**src/dram_pkg.sv**
```systemverilog
package dram_pkg;

	// word address, bit 0 picks the word inside a row
	localparam int ADDR_W = 12;

	// one row holds two buffer words
	localparam int ROW_W = 32;

	// byte lanes per row
	localparam int LANES = 4;

	// one-hot bank request codes, zero means no request
	localparam logic [1:0] BANK0_SEL = 2'b01;
	localparam logic [1:0] BANK1_SEL = 2'b10;

endpackage

```
**src/lsab_pkg.sv**
```systemverilog
package lsab_pkg;

	// one buffer word
	localparam int WORD_W = 16;

	// buffer sections, each an independent FIFO
	localparam int NUM_SECTIONS = 4;

	// word count carried by a move command
	localparam int COUNT_W = 6;

	// section index, wide enough for NUM_SECTIONS
	typedef logic [1:0] section_t;

endpackage

```
**src/move_ctrl.sv**
```systemverilog
`timescale 1ns/1ps

module move_ctrl (
	input  logic                                  CLK,
	input  logic                                  RST,
	input  logic                                  issue,
	input  lsab_pkg::section_t                    cmd_section,
	input  logic [dram_pkg::ADDR_W-1:0]           cmd_start,
	input  logic [lsab_pkg::COUNT_W-1:0]          cmd_count,
	input  logic [1:0]                            cmd_bank,
	input  logic                                  mv_working,
	input  logic                                  mv_done,
	input  logic [lsab_pkg::COUNT_W-1:0]          mv_count_sent,
	input  logic                                  mv_abrupt,
	input  logic                                  mv_irq,
	input  logic                                  mv_valid,
	output logic                                  cmd_full,
	output logic                                  mv_start,
	output lsab_pkg::section_t                    mv_section,
	output logic [dram_pkg::ADDR_W-1:0]           mv_start_address,
	output logic [lsab_pkg::COUNT_W-1:0]          mv_count_req,
	output logic [1:0]                            mv_dram_sel,
	output logic                                  move_done,
	output logic [lsab_pkg::COUNT_W-1:0]          status_count,
	output logic                                  status_abrupt,
	output logic                                  status_irq,
	output logic                                  status_valid
);

	lsab_pkg::section_t hold_section;
	logic [dram_pkg::ADDR_W-1:0] hold_start;
	logic [lsab_pkg::COUNT_W-1:0] hold_count;
	logic [1:0] hold_bank;
	logic busy_q;
	logic launch;

	// busy_q covers the cycles before the mover's delayed working level rises
	assign launch = cmd_full && !busy_q && !mv_working && !mv_done;

	always_ff @(posedge CLK)
	begin
		if (!RST)
		begin
			cmd_full      <= 1'b0;
			busy_q        <= 1'b0;
			mv_start      <= 1'b0;
			move_done     <= 1'b0;
			status_count  <= '0;
			status_abrupt <= 1'b0;
			status_irq    <= 1'b0;
			status_valid  <= 1'b0;
		end
		else
		begin
			mv_start  <= launch;
			move_done <= mv_done;
			// an issue while full is dropped
			if (launch)
				cmd_full <= 1'b0;
			else if (issue)
				cmd_full <= 1'b1;
			if (launch)
				busy_q <= 1'b1;
			else if (mv_done)
				busy_q <= 1'b0;
			if (mv_done)
			begin
				status_count  <= mv_count_sent;
				status_abrupt <= mv_abrupt;
				status_irq    <= mv_irq;
				status_valid  <= mv_valid;
			end
		end
	end

	always_ff @(posedge CLK)
	begin
		if (issue && !cmd_full)
		begin
			hold_section <= cmd_section;
			hold_start   <= cmd_start;
			hold_count   <= cmd_count;
			hold_bank    <= cmd_bank;
		end
		if (launch)
		begin
			mv_section       <= hold_section;
			mv_start_address <= hold_start;
			mv_count_req     <= hold_count;
			mv_dram_sel      <= hold_bank;
		end
	end

endmodule

```
**config.mk**
```make
export PLATFORM = sky130hd
export DESIGN_NAME = move_ctrl
export DESIGN_NICKNAME = d
export VERILOG_FILES = /design/src/dram_pkg.sv /design/src/lsab_pkg.sv /design/src/move_ctrl.sv
export SDC_FILE = /design/constraint.sdc
export NUM_CORES = 1
export LEC_CHECK = 0
export ABC_CLOCK_PERIOD_IN_PS = 2000
export BUFFER_PORTS_ARGS = -buffer_cell sky130_fd_sc_hd__buf_4
export CORE_ASPECT_RATIO = 0.5
export CORE_UTILIZATION = 43
export CTS_CLUSTER_DIAMETER = 50
export DETAILED_ROUTE_END_ITERATION = 12
export PLACE_DENSITY = 0.72
export SLEW_MARGIN = 40
export SYNTH_ARGS = -nofsm -noshare
export SYNTH_HDL_FRONTEND = slang
export SYNTH_SLANG_ARGS = --single-unit
```
**constraint.sdc**
```tcl
create_clock -name CLK -period 2 [get_ports CLK]
set_input_delay 0.1 -clock CLK [delete_from_list [all_inputs] [get_ports CLK]]
set_output_delay 0.1 -clock CLK [all_outputs]
set_load 0.005 [all_outputs]
```
# Yosys cells after proc, flatten, opt, wreduce, memory -nomap -nowiden
# Cells that the tools add are included.
# W data, S select, Z words.
[classes] n_addsub=0 n_mul=0 div=0 magnitude_cmp=0 n_eq_ne=0 n_shift=0 muxes=2 bitwise_logic=1 n_reduce_logical=10
[op_table] cell="$logic_and A1 B1 Y1" count=4
[op_table] cell="$logic_not A1 Y1" count=4
[op_table] cell="$mux W1" count=2
[op_table] cell="$reduce_bool A2 Y1" count=1
[op_table] cell="$reduce_or A2 Y1" count=1
[op_table] cell="$not A1 Y1" count=1
[totals] reg_bits=57 latch_bits=0 ram_bits=0 rom_bits=0 in_bits=36 out_inout_bits=34 wordCells=29 memories=0

# Longest topological paths before layout
[depth] depth_word=5 depth_mapped=3 ltp_nobuf=2

# Least setup slack after synthesis
# No wires, ideal clock.
[synth_timing] path_kind="register to register" from="register cmd_full" to="register hold_bank[0], enable pin" arrival_time_ns=1.352 required_ns=1.597 setup_slack_ns=0.244 path_stages_with_launch=2 period_less_slack_ns=1.756 cell_sequence="dfxtp_1 nor2b_1"
[synth_via] elab_chain_len=2
[synth_lines] element="from (decl)" line_no="move_ctrl.sv:17" source="output logic cmd_full,"
[synth_lines] element="from (signal assigned)" line_no="move_ctrl.sv:44" source="cmd_full <= 1'b0;"
[synth_lines] element="from (signal assigned)" line_no="move_ctrl.sv:59" source="cmd_full <= 1'b0;"
[synth_lines] element="from (signal assigned)" line_no="move_ctrl.sv:61" source="cmd_full <= 1'b1;"
[synth_lines] element="$logic_not A1 Y1" line_no="move_ctrl.sv:78" source="if (issue && !cmd_full)"
[synth_lines] element="$logic_and A1 B1 Y1" line_no="move_ctrl.sv:78"
[synth_lines] element="to (signal assigned)" line_no="move_ctrl.sv:83" source="hold_bank <= cmd_bank;"
[synth_lines] element="to (decl)" line_no="move_ctrl.sv:33" source="logic [1:0] hold_bank;"
# Every way passes these cells.
# A chain may end at the register's enable or synchronous reset.

# Final worst setup path
[layout_timing] from="register cmd_full" to="register mv_start_address[2] (netlist name), enable pin"
[layout_via] elab_chain_len=3
[layout_lines] element="$logic_and A1 B1 Y1 (3 in series)" line_no="move_ctrl.sv:38" source="assign launch = cmd_full && !busy_q && !mv_working && !mv_done;"
[layout_lines] element="net launch" line_no="move_ctrl.sv:35" source="logic launch;"
[layout_lines] element="to (signal assigned)" line_no="move_ctrl.sv:88" source="mv_start_address <= hold_start;"
[layout_lines] element="to (decl)" line_no="move_ctrl.sv:20" source="output logic [dram_pkg::ADDR_W-1:0] mv_start_address,"
# The timed path passes the listed nets, and every way through them passes these cells.

==> flow_metrics.py <==
metrics = {
    "die": {
        "die_x_microns": 93.9,
        "die_area_sq_mm": 0.00450,
        "core_area_sq_mm": 0.00396,
        "pin_count": 70,
        "die_h_microns": 47.9,
        "fp-row-count": 16,
        "initial_utilization_pct": 45.8,
    },
    "sta": {
        "clock.fmax_mhz": 771,
        "final.setup.tns_ps": 0,
        "hold_viol": 0,
        "clock_skew_ps": 8.16,
        "period_share_pct": 64.9,
        "finalCriticalPeriod_ps": 1300,
        "finalSetupViolations": 0,
        "setup_ws_ps": 703,
        "slew_viol_final": 0,
        "fin_hold_ws_ps": 28.1,
        "tightest_slew_ps": 290,
        "slew-limit-headroom_pct": 80.7,
        "rsz0062_at_grt": "no",
    },
    "power_and_ir_drop": {
        "pwr-share-clk_pct": 42.7,
        "combPwrFrac_pct": 6.8,
        "p_sw_mw": 0.539,
        "p_seq_share_pct": 50.4,
        "ir_drop_mv": 0.603,
        "p_int_mw": 2.15,
        "powerDensity_mw_per_mm2": 948,
        "p_leak_nw": 1.17,
        "swShare_pct": 20.0,
    },
    "detailed_routing": {
        "ant_nets": 0,
        "firstDrtPassIters": 4,
        "vias": 1098,
        "drc": 0,
        "dr.first_iter.drc_count": 17,
        "wire_per_inst_microns": 14.3,
        "viasPerCell": 4.45,
        "routed_wl_microns": 3540,
    },
    "setup_path": {
        "required_ps": 2010,
        "critPathArrivalTime_ps": 1310,
        "end_kind": "flop",
        "path_cells": "nor4b_4 -> buf_4",
        "worstSetupPathType": "flop to flop",
        "cpPeakStageDelay_ps": 420,
        "crit_slowest_cell": "dfxtp_1",
        "crit_fanout": 24,
        "worst_setup_path_start_kind": "flop",
    },
    "synthesis": {
        "yosysTopAreaCell": "edfxtp_1",
        "ys_seq_area_share_pct": 87.1,
        "syn-cell-area_sq_mm": 0.00182,
        "synth_top_area_share_pct": 72.8,
        "synth_ff_type": "edfxtp_1",
        "synth_edf_count": 44,
        "syn_nets": 122,
        "ys_types": 13,
        "yosys-top-cells-area": "edfxtp_1 (73%), dfxtp_1 (14%), mux2i_1 (5.0%)",
        "synth_common_cells": "edfxtp_1 (44), dfxtp_1 (13), nor2b_1 (11)",
        "syn_inst": 86,
        "synth.ff_latch_count": 57,
        "yosysWarnings": 0,
        "yosys.cell_count.top_type": "edfxtp_1",
        "async_reset_ff_share_pct": 0,
        "avgSynthCellArea_sq_um": 21.1,
    },
    "place": {
        "dp_hpwl_microns": 1970,
        "dpl_worst_slack_ps": 698,
        "placed_area_sq_mm": 0.00240,
        "numPortBuffers": 69,
        "gp_congestion": 0.678,
    },
    "cts": {
        "numCtsBuffers": 9,
        "cts.clk_slew.worst_paths_ps": 70,
        "clock_latency_ps": 330,
        "h-tree-depth": 3,
        "cts.path.max_buffers": 2,
        "clock-root-buffer": "clkbuf_8",
        "clock-sinks": 57,
        "post_cts_resize_count": 0,
        "cts_tree": "yes",
    },
    "global_route": {
        "grt-ovfl-total": 0,
        "antenna_found_initial": 0,
        "grt_pass1_wl_microns": 5060,
        "grt_usage_pct": 17.3,
        "grt_pass1_vias": 1043,
        "grt_max_degree": 25,
    },
    "cells_and_area": {
        "fill_cells": 266,
        "drive_above_1_share_pct": 45.6,
        "diodes": 0,
        "layout.nets": 224,
        "utilization_pct": 71.5,
        "seq_area_sq_mm": 0.00158,
        "multi_input_area_sq_um": 218,
        "design_area_sq_mm": 0.00283,
        "area.growth.synth_to_final_pct": 56.1,
    },
    "min_path": {
        "hold_path.class": "primary input to flop",
    },
    "job": {
        "drv_cap": 0,
    },
    "outcome": {
        "outcome": "finished clean",
    },
}
## state kept, by name (all words and copies together) (netlist names)
register,flops
hold_start,12
mv_start_address,12
hold_count,6
mv_count_req,6
status_count,6
hold_bank,2
hold_section,2
mv_dram_sel,2
mv_section,2
busy_q,1
cmd_full,1
move_done,1
mv_start,1
status_abrupt,1
status_irq,1
status_valid,1
## metrics by stage
step	power (mW)	cells
floorplan	1.42	86
global placement	1.52	209
detailed placement	1.53	209
CTS	2.68	247
global route	2.78	247
finish	2.69	247
## layout make-up
class,instances,share of cell area (%)
inverters,1,0.132
flip-flops and latches,57,55.8
repair buffers,93,26.6
clock inverters,6,2.91
multi-input cells,26,7.68
clock buffers,10,4.50
well taps,54,2.38
## final timing paths
kind	start	end	slack, ps	depth (start not counted)
setup reg to reg	cmd_full	mv_start_address[2]	700	2
hold reg to reg	hold_section[0]	mv_section[0]	420	0
setup / recovery	cmd_full	mv_start_address[2]	700	2
hold / removal	mv_count_sent[1]	status_count[1]	30	3
## worst max-delay path, delay by kind of cell, from the launching register on
kind,cells,cell delay [ps]
flip-flops,1,420
buffers and inverters,1,330
AND/OR/NAND/NOR,1,220
## routing by layer
layer  global-route usage, %  vias to the layer above  part of all wire [%]
li1                        -                      521                     -
met1                    18.7                      530                    39
met2                    28.0                       37                    53
met3                    9.05                       10                   5.5
met4                    12.0                        0                   2.4
met5                       0                        -                     0
## cell families (layout without fill, tap and decap cells)
family	count (synthesis)	count (layout)	share of synthesized area, %
DFF	57	57	87.1
and+or+nand+nor	15	15	6.07
muxes	9	9	4.96
buffers and inverters	3	110	1.03
AOI/OAI and AO/OA	2	2	0.827
## timing repair
action | 4_1_cts | 5_1_grt
hold buffers | 22 | 0
hold endpoints to repair | 22 | 0
endpoints found under the setup margin | 0 | 0
buffers inserted | 0 | 0
## power by group through the flow
stage | clock, mW | combinational, mW | sequential [mW]
2_1_floorplan | 0 | 0.0444 | 1.38
3_3_place_gp | 0 | 0.144 | 1.37
3_5_place_dp | 0 | 0.147 | 1.38
4_1_cts | 1.15 | 0.182 | 1.35
5_1_grt | 1.22 | 0.199 | 1.36
6_report | 1.15 | 0.184 | 1.35
## placed cells by master (no fill, tap or decap)
cell type / synthesis / routed
buf_4: 0 / 71
clkbuf_1: 1 / 1
clkbuf_8: 0 / 9
nor2b_1: 11 / 10
edfxtp_1: 44 / 44
nor2_1: 1 / 1
and2_2: 1 / 1
o21ai_0: 1 / 1
nor2b_2: 0 / 1
clkinv_2: 0 / 2
nor4b_4: 1 / 1
dlygate4sd3_1: 0 / 22
clkinv_4: 0 / 1
and2_1: 1 / 1
o211a_1: 1 / 1
inv_1: 1 / 1
bufinv_16: 0 / 2
clkinv_1: 0 / 1
dfxtp_1: 13 / 13
mux2i_1: 9 / 9
Power figures use the tool's default switching activity.
