==> config.mk <==
export PLATFORM = sky130hd
export DESIGN_NAME = mvblck_todram
export DESIGN_NICKNAME = d
export VERILOG_FILES = /design/src/dram_pkg.sv /design/src/lsab_pkg.sv /design/src/mvblck_todram.sv
export SDC_FILE = /design/constraint.sdc
export NUM_CORES = 1
export LEC_CHECK = 0
export ABC_AREA = 0
export BUFFER_PORTS_ARGS = -buffer_cell sky130_fd_sc_hd__buf_2
export CAP_MARGIN = 5
export CORE_MARGIN = 10
export CORE_UTILIZATION = 47
export DETAILED_ROUTE_END_ITERATION = 10
export MAX_ROUTING_LAYER = met4
export PLACE_DENSITY = 0.75
export SLEW_MARGIN = 15
export SYNTH_ARGS = -nofsm -noshare
export SYNTH_HDL_FRONTEND = slang
export SYNTH_SLANG_ARGS = --single-unit
==> constraint.sdc <==
create_clock -name CLK -period 4.16 [get_ports CLK]
set_input_delay 0.208 -clock CLK [delete_from_list [all_inputs] [get_ports CLK]]
set_output_delay 0.208 -clock CLK [all_outputs]
set_load 0.005 [all_outputs]
==> src/dram_pkg.sv <==
package dram_pkg;

	// word address, bit 0 picks the word inside a row
	localparam int ADDR_W = 12;

	// one row holds two buffer words
	localparam int ROW_W = 32;

	// byte lanes per row
	localparam int LANES = 4;

	// one-hot bank request codes, zero means no request
	localparam logic [1:0] BANK0_SEL = 2'b01;
	localparam logic [1:0] BANK1_SEL = 2'b10;

endpackage

==> src/lsab_pkg.sv <==
package lsab_pkg;

	// one buffer word
	localparam int WORD_W = 16;

	// buffer sections, each an independent FIFO
	localparam int NUM_SECTIONS = 4;

	// word count carried by a move command
	localparam int COUNT_W = 6;

	// section index, wide enough for NUM_SECTIONS
	typedef logic [1:0] section_t;

endpackage

==> src/mvblck_todram.sv <==
`timescale 1ns/1ps

module mvblck_todram (
	input  logic                                  CLK,
	input  logic                                  RST,
	input  logic                                  start,
	input  lsab_pkg::section_t                    section,
	input  logic [dram_pkg::ADDR_W-1:0]           start_address,
	input  logic [lsab_pkg::COUNT_W-1:0]          count_req,
	input  logic [1:0]                            dram_sel,
	input  logic [lsab_pkg::WORD_W-1:0]           head_data,
	input  logic [lsab_pkg::NUM_SECTIONS-1:0]     stop,
	input  logic [lsab_pkg::NUM_SECTIONS-1:0]     int_flag,
	input  logic [lsab_pkg::NUM_SECTIONS-1:0]     valid,
	output logic                                  lsab_read,
	output lsab_pkg::section_t                    lsab_section,
	output logic                                  working,
	output logic                                  done,
	output logic [lsab_pkg::COUNT_W-1:0]          count_sent,
	output logic                                  abrupt_stop,
	output logic                                  irq_out,
	output logic                                  valid_out,
	output logic [dram_pkg::ADDR_W-1:0]           mcu_coll_address,
	output logic [dram_pkg::LANES-1:0]            mcu_we_array,
	output logic [1:0]                            mcu_request_access,
	output logic [dram_pkg::ROW_W-1:0]            mcu_data
);

	logic am_working;
	logic [lsab_pkg::COUNT_W-1:0] len_left;
	logic [lsab_pkg::COUNT_W-1:0] count_q;
	logic [dram_pkg::ADDR_W-1:0] track_addr;
	logic [1:0] sel_q;
	logic [lsab_pkg::WORD_W-1:0] even_q;
	logic even_v;
	logic read_more;
	logic stop_n;
	logic finish;
	logic stop_sel;
	logic irq_sel;
	logic valid_sel;

	// flags of the section being drained
	always_comb
	begin
		stop_sel  = stop[lsab_section];
		irq_sel   = int_flag[lsab_section];
		valid_sel = valid[lsab_section];
	end

	assign read_more = (len_left != 0);
	// stop_n high means a word leaves the section this cycle
	assign stop_n    = am_working && read_more && !stop_sel;
	assign finish    = !stop_n || (len_left == 1);

	always_ff @(posedge CLK)
	begin
		if (!RST)
		begin
			am_working         <= 1'b0;
			working            <= 1'b0;
			lsab_read          <= 1'b0;
			lsab_section       <= '0;
			done               <= 1'b0;
			mcu_request_access <= 2'b00;
			even_v             <= 1'b0;
			len_left           <= '0;
		end
		else
		begin
			done               <= 1'b0;
			mcu_request_access <= 2'b00;
			if (!am_working)
			begin
				lsab_section <= section;
				len_left     <= count_req;
				am_working   <= start;
				lsab_read    <= start && (count_req != 0);
				even_v       <= 1'b0;
			end
			else
			begin
				if (stop_n)
				begin
					len_left <= len_left - 1'b1;
					if (track_addr[0])
					begin
						// odd word completes the row
						mcu_request_access <= sel_q;
						even_v             <= 1'b0;
					end
					else if (finish)
					begin
						// last word is even, upper lanes only
						mcu_request_access <= sel_q;
						even_v             <= 1'b0;
					end
					else
						even_v <= 1'b1;
				end
				else if (even_v)
				begin
					mcu_request_access <= sel_q;
					even_v             <= 1'b0;
				end
				if (finish)
				begin
					am_working <= 1'b0;
					lsab_read  <= 1'b0;
					done       <= 1'b1;
				end
			end
			// one cycle behind so the launch logic sees a settled level
			working <= am_working;
		end
	end

	// payload registers
	always_ff @(posedge CLK)
	begin
		if (!am_working)
		begin
			track_addr <= start_address;
			count_q    <= count_req;
			sel_q      <= dram_sel;
		end
		else
		begin
			if (stop_n)
			begin
				track_addr <= track_addr + 1'b1;
				mcu_coll_address <= {track_addr[dram_pkg::ADDR_W-1:1], 1'b0};
				if (track_addr[0])
				begin
					mcu_we_array <= {even_v, even_v, 2'b11};
					mcu_data     <= {even_q, head_data};
				end
				else
				begin
					mcu_we_array <= 4'b1100;
					mcu_data     <= {head_data, {lsab_pkg::WORD_W{1'b0}}};
					even_q       <= head_data;
				end
			end
			else
			begin
				mcu_coll_address <= {track_addr[dram_pkg::ADDR_W-1:1], 1'b0};
				mcu_we_array     <= 4'b1100;
				mcu_data         <= {even_q, {lsab_pkg::WORD_W{1'b0}}};
			end
			if (finish)
			begin
				count_sent  <= count_q - len_left + {{(lsab_pkg::COUNT_W-1){1'b0}}, stop_n};
				abrupt_stop <= !stop_n && read_more;
				irq_out     <= irq_sel;
				valid_out   <= valid_sel;
			end
		end
	end

	a_one_bank: assert property (@(posedge CLK) disable iff (!RST)
		mcu_request_access != (dram_pkg::BANK0_SEL | dram_pkg::BANK1_SEL));

endmodule

### Word-level counts from Yosys, hierarchy flattened

Cells that the tools add are included.

| storage, ports and cells | value |
|---|---|
| register bits | 106 |
| bits of input ports | 53 |
| output and inout port bits | 64 |
| logic and storage cells | 69 |

| operators by class | value |
|---|---|
| $add $sub $neg | 4 |
| magnitude comparators | 1 |
| equal/unequal tests | 3 |
| mux-type cells | 22 |
| bitwise operators | 4 |
| reductions and logical operators | 14 |

Operator list:

| cell | number |
|---|---|
| 32-bit two-way mux | 2 |
| 12-bit two-way mux | 2 |
| 12-bit by 1-bit adder with 12-bit output, second input constant | 1 |
| 6-bit two-way mux | 2 |
| 6-bit nonzero test | 2 |
| 2-bit two-way mux | 5 |
| 1-bit two-way mux | 8 |
| 6-bit by 1-bit adder with 6-bit output | 1 |
| 1-bit binary-select mux with 2-bit select | 3 |
| 6-bit by 1-bit == test with 1-bit output, second input constant | 1 |
| 2-bit AND reduction | 3 |
| 6-bit by 1-bit subtractor with 6-bit output, second input constant | 1 |
| 6-bit subtractor | 1 |
| 1-bit logical AND | 4 |
| 2-bit by 1-bit inequality test with 1-bit output, second input constant | 2 |
| 1-bit inverter | 4 |
| 4-bit OR reduction | 1 |
| 2-bit by 3-bit less-than comparator with 1-bit output, second input constant | 1 |
| 3-bit AND reduction | 1 |
| 1-bit logical NOT | 2 |
| 1-bit logical OR | 1 |

### Logic depth before layout (Yosys ltp)

| depth | value |
|---|---|
| depth after elaboration | 9 |
| mapped depth | 13 |
| mapped depth without buffers | 12 |

### Least setup slack after synthesis

OpenSTA, ideal clock, no wires.

| path | value |
|---|---|
| path kind | register to register |
| start | reg am_working |
| end | reg count_sent[4] (netlist name) (data pin) |
| setup time | 258 ps |
| arrival | 3812 ps |
| required time | 3902 ps |
| setup slack | 90 ps |
| stages on the path, launching flop included | 13 |
| path buffers | 1 |
| period minus slack after synthesis | 4070 ps |
| path through | dfxtp_1 > clkinv_1 > a211o_1 > buf_6 > ha_1 > inv_1 > ha_1 > inv_1 > fa_1 > inv_1 > a21o_1 > a21oi_1 > xnor2_1 |

| between the ends | value |
|---|---|
| cells in the longest elaborated chain, start to end | 3 |

Ends and longest elaborated chain:

| what | line | RTL |
|---|---|---|
| start: declaration | mvblck_todram.sv:29 | `logic am_working;` |
| start signal: assignment | mvblck_todram.sv:77 | `am_working <= start;` |
| 1-bit logical AND (2 in series) | mvblck_todram.sv:53 | `assign stop_n = am_working && read_more && !stop_sel;` |
| 6-bit by 1-bit adder with 6-bit output | mvblck_todram.sv:153 | `count_sent <= count_q - len_left + {{(lsab_pkg::COUNT_W-1){1'b0}}, stop_n};` |
| end signal: assignment | mvblck_todram.sv:153 |  |
| end: declaration | mvblck_todram.sv:19 | `output logic [lsab_pkg::COUNT_W-1:0] count_sent,` |

No other way between the ends.
A chain may end at the register's enable or synchronous reset.

### Worst setup path in the final report

| path | value |
|---|---|
| start | reg lsab_section[0] |
| end | reg count_sent[4] (netlist name) (data pin) |

| between the ends | value |
|---|---|
| cells in the longest elaborated chain, start to end | 5 |

Ends and longest elaborated chain:

| what | line | RTL |
|---|---|---|
| start: declaration | mvblck_todram.sv:16 | `output lsab_pkg::section_t lsab_section,` |
| start signal: assignment | mvblck_todram.sv:75 | `lsab_section <= section;` |
| 1-bit binary-select mux with 2-bit select | mvblck_todram.sv:46 | `stop_sel = stop[lsab_section];` |
| 1-bit two-way mux (not written as such) | mvblck_todram.sv:46 |  |
| 1-bit logical NOT | mvblck_todram.sv:53 |  |
| 1-bit logical AND | mvblck_todram.sv:53 |  |
| 6-bit by 1-bit adder with 6-bit output | mvblck_todram.sv:153 |  |

No other way between the ends. The select of a mux whose other input is x is not followed.

==> results.sh <==
export IMPL_cp_common_cell="inv_1"
export IMPL_hpwlAfterDp_mm=6.49
export IMPL_min_to="even_q[11]"
export IMPL_fraction_of_layout_cells_with_a_size_suffix_above_1_pct=37.1
export IMPL_netSwitchingPower_mw=0.610
export IMPL_placed_cells_incl_taps=533
export IMPL_globalRouteMet2Util_pct=21.2
export IMPL_clock_power_share_pct=26.8
export IMPL_critical_path_required_ns=4.28
export IMPL_outcome="finished, final reports clean"
export IMPL_placement_io_buffers=115
export IMPL_gp_routability_congestion=0.844
export IMPL_root_buffer="clkbuf_8"
export IMPL_quantity_of_gates_resized_following_cts=0
export IMPL_worst_skew_pair_late_latency_ns=0.36
export IMPL_critPathTopFamily="adder cells"
export IMPL_netlist_top_cells_area="edfxtp_1, dfxtp_1, ha_1, xnor2_1, mux2_4"
export IMPL_rr_endpoint="count_sent[4]"
export IMPL_wire_per_inst_um=16.1
export IMPL_power_report_internal_total_mw=1.66
export IMPL_leakage_nw=2.14
export IMPL_vdd_ir_drop_worst_mv=0.210
export IMPL_seqPwrFrac_pct=57.8
export IMPL_maxSlewHeadroom_pct=39.3
export IMPL_cts_tree="yes"
export IMPL_floorplan_core_area_mm2=0.00924
export IMPL_synth_cell_types=45
export IMPL_most_common_library_cell_in_the_layout_ignoring_fill_and_taps="buf_2"
export IMPL_initial_core_util_pct=48.4
export IMPL_groute_layer_met1_usage_pct=15.8
export IMPL_seq_area_frac_synth_pct=67.2
export IMPL_globalRouteTotalUtil_pct=13.1
export IMPL_critPathKind="reg -> reg"
export IMPL_finalWirelength_mm=8.84
export IMPL_cts_htree_levels=3
export IMPL_max_clk_rate_mhz=327
export IMPL_post_cts_setup_buffers=0
export IMPL_finalPower_mw=2.27
export IMPL_number_of_buffers_added_to_fix_hold_violations_after_cts=0
export IMPL_std_cell_rows=35
export IMPL_final_cell_mix="buf_2, edfxtp_1, a21oi_1"
export IMPL_r2r_setup_slk_ns=1.10
export IMPL_crit_path_cell_trace="mux4_2, a211o_1, ha_1, inv_1, ha_1, inv_1, fa_1, inv_1, a21o_1, a21oi_1, xnor2_1"
export IMPL_cts_num_sinks=105
export IMPL_switching_share_pct=26.9
export IMPL_crit_path_max_fanout=6
export IMPL_synth_nets=367
export IMPL_die_area_mm2=0.0138
export IMPL_syn_mean_instance_area_um2=14.9
export IMPL_avgViaCountPerCell=4.93
export IMPL_floorplan_die_height_um=118
export IMPL_num_io_pins=117
export IMPL_synthToLayoutAreaGrowth_pct=19.4
export IMPL_grt_ovfl_total=0
export IMPL_synthDominantCellAreaShare_pct=60.5
export IMPL_worstSetupEndpointType="register"
export IMPL_final_cells=550
export IMPL_crit_path_max_incr_delay_ns=0.59
export IMPL_drt_iter0_drc=162
export IMPL_final_min_clock_period_ns=3.06
export IMPL_design_area_mm2=0.00534
export IMPL_ant_nets=0
export IMPL_postSynthCellCount=300
export IMPL_hold_path_startpoint="head_data[11]"
export IMPL_arrival_time_of_the_worst_setup_path_ns=3.18
export IMPL_synth_edff_count=90
export IMPL_worst_slew_pin_transition_ns=0.911
export IMPL_drt_drc_violations_left=0
export IMPL_startpoint_type="register"
export IMPL_drt_first_pass_iters=4
export IMPL_max_cap_violations=0
export IMPL_synth_async_sr_flop_share_pct=0
export IMPL_largest_clock_skew_in_the_final_design_ns=0.0178
export IMPL_synthesis_area_mm2=0.00447
export IMPL_final_nets=482
export IMPL_period_share_pct=73.6
export IMPL_clk_pin_slew_ns=0.11
export IMPL_reg2regPathDepth=11
export IMPL_r2r_start="lsab_section[0]"
export IMPL_vias_in_the_first_global_route=2862
export IMPL_grt_pass1_wl_mm=14.5
export IMPL_antenna_violations_before_repair=1
export IMPL_met3_usage_in_global_routing_pct=3.36
export IMPL_synth_yosys_warnings=0
export IMPL_predominant_post_synthesis_flop_cell="edfxtp_1"
export IMPL_final_hold_violation_count=0
export IMPL_grt_max_degree=83
export IMPL_min_delay_path_class="in -> reg"
export IMPL_hold_path_cell_count=1
export IMPL_synth_top_cell_by_area="edfxtp_1"
export IMPL_drv_slew=0
export IMPL_power_density_mw_per_mm2=424
export IMPL_globalRoute_busiestLayer="met2"
export IMPL_routed_via_count=2711
export IMPL_fin_setup_tns_ns=0
export IMPL_die_width_um=118
export IMPL_setup_viol=0
export IMPL_rsz0062_at_grt="no"
export IMPL_dpl_instance_area_mm2=0.00514
export IMPL_clockBufferDepth=2
export IMPL_cts_made_buffers=9
export IMPL_comb_power_share_pct=15.4
export IMPL_crit_path_top_delay_cell="mux4_2"
export IMPL_critical_path_n_buffers_inverters=3
export IMPL_flops_latches_synth=105
how the worst max path moves through the flow:
| stage | startpoint | end | slack, ns | depth (start not counted) |
|---|---|---|---|---|
| after detailed placement | lsab_section[0] | count_sent[4] | 1.12 | 11 |
| after floorplan | am_working | count_sent[4] | 0.09 | 12 |
| final | lsab_section[0] | count_sent[4] | 1.10 | 11 |
| after CTS | lsab_section[0] | count_sent[4] | 1.08 | 11 |
| after global placement | lsab_section[0] | count_sent[4] | 1.17 | 11 |
| after global routing | lsab_section[0] | count_sent[4] | 0.90 | 11 |
registers in the layout (all words and copies together) (netlist names), 6 cells and up:
signal / cells
mcu_coll_address: 11
count_q: 6
count_sent: 6
even_q: 16
len_left: 6
mcu_data: 32
track_addr: 12
metrics by stage:
stage          utilization, %  hold slack, ns  setup slack, ns
2_1_floorplan               -           0.307           0.0900
3_3_place_gp             55.6           0.411             1.17
3_5_place_dp             55.6           0.413             1.12
4_1_cts                  57.7          0.0181             1.08
5_1_grt                  57.8          0.0150            0.900
6_report                 57.8          0.0394             1.10
cell families after synthesis:
logic type,Yosys count,share of synthesized area [%]
buffers and inverters,29,3.28
AND/OR/NAND/NOR,69,9.04
other,1,0.0839
adder cells (fa/ha/maj),14,4.09
flip-flops,105,67.2
XOR/XNOR,18,3.53
multiplexers,23,7.31
AO/OA/AOI/OAI,41,5.49
metal layers:
layer | vias up | share of wire, %
met1 | 1284 | 46
li1 | 1332 | -
met5 | - | 0
met4 | 0 | 1.4
met2 | 87 | 48
met3 | 8 | 4.6
cells in the mapped netlist, drive strengths merged (5+ instances only):
master   n
a21oi   18
a31oi    5
and2    17
buf      7
clkbuf   6
dfxtp   15
edfxtp  90
ha      13
inv     15
mux2    17
nand2    9
nor2    14
nor4     6
o21ai    8
xnor2   16
area by class of cell:
type,instances,area [um^2]
antenna,1,2.50
clock buffer,9,124
clock inverter,7,72.6
fill,770,3900
inverter,16,60.1
multi-input combinational,166,1320
sequential,105,3010
tap,129,161
timing repair buffer,117,591
power groups by stage:
stage / Sequential (mW) / Combinational, mW / Clock [mW]
finish: 1.31 / 0.349 / 0.607
global route: 1.32 / 0.396 / 0.669
CTS: 1.31 / 0.357 / 0.627
detailed placement: 1.33 / 0.355 / 0
global placement: 1.33 / 0.345 / 0
floorplan: 1.34 / 0.216 / 0
Note: power is estimated with default switching activity, not from simulation.
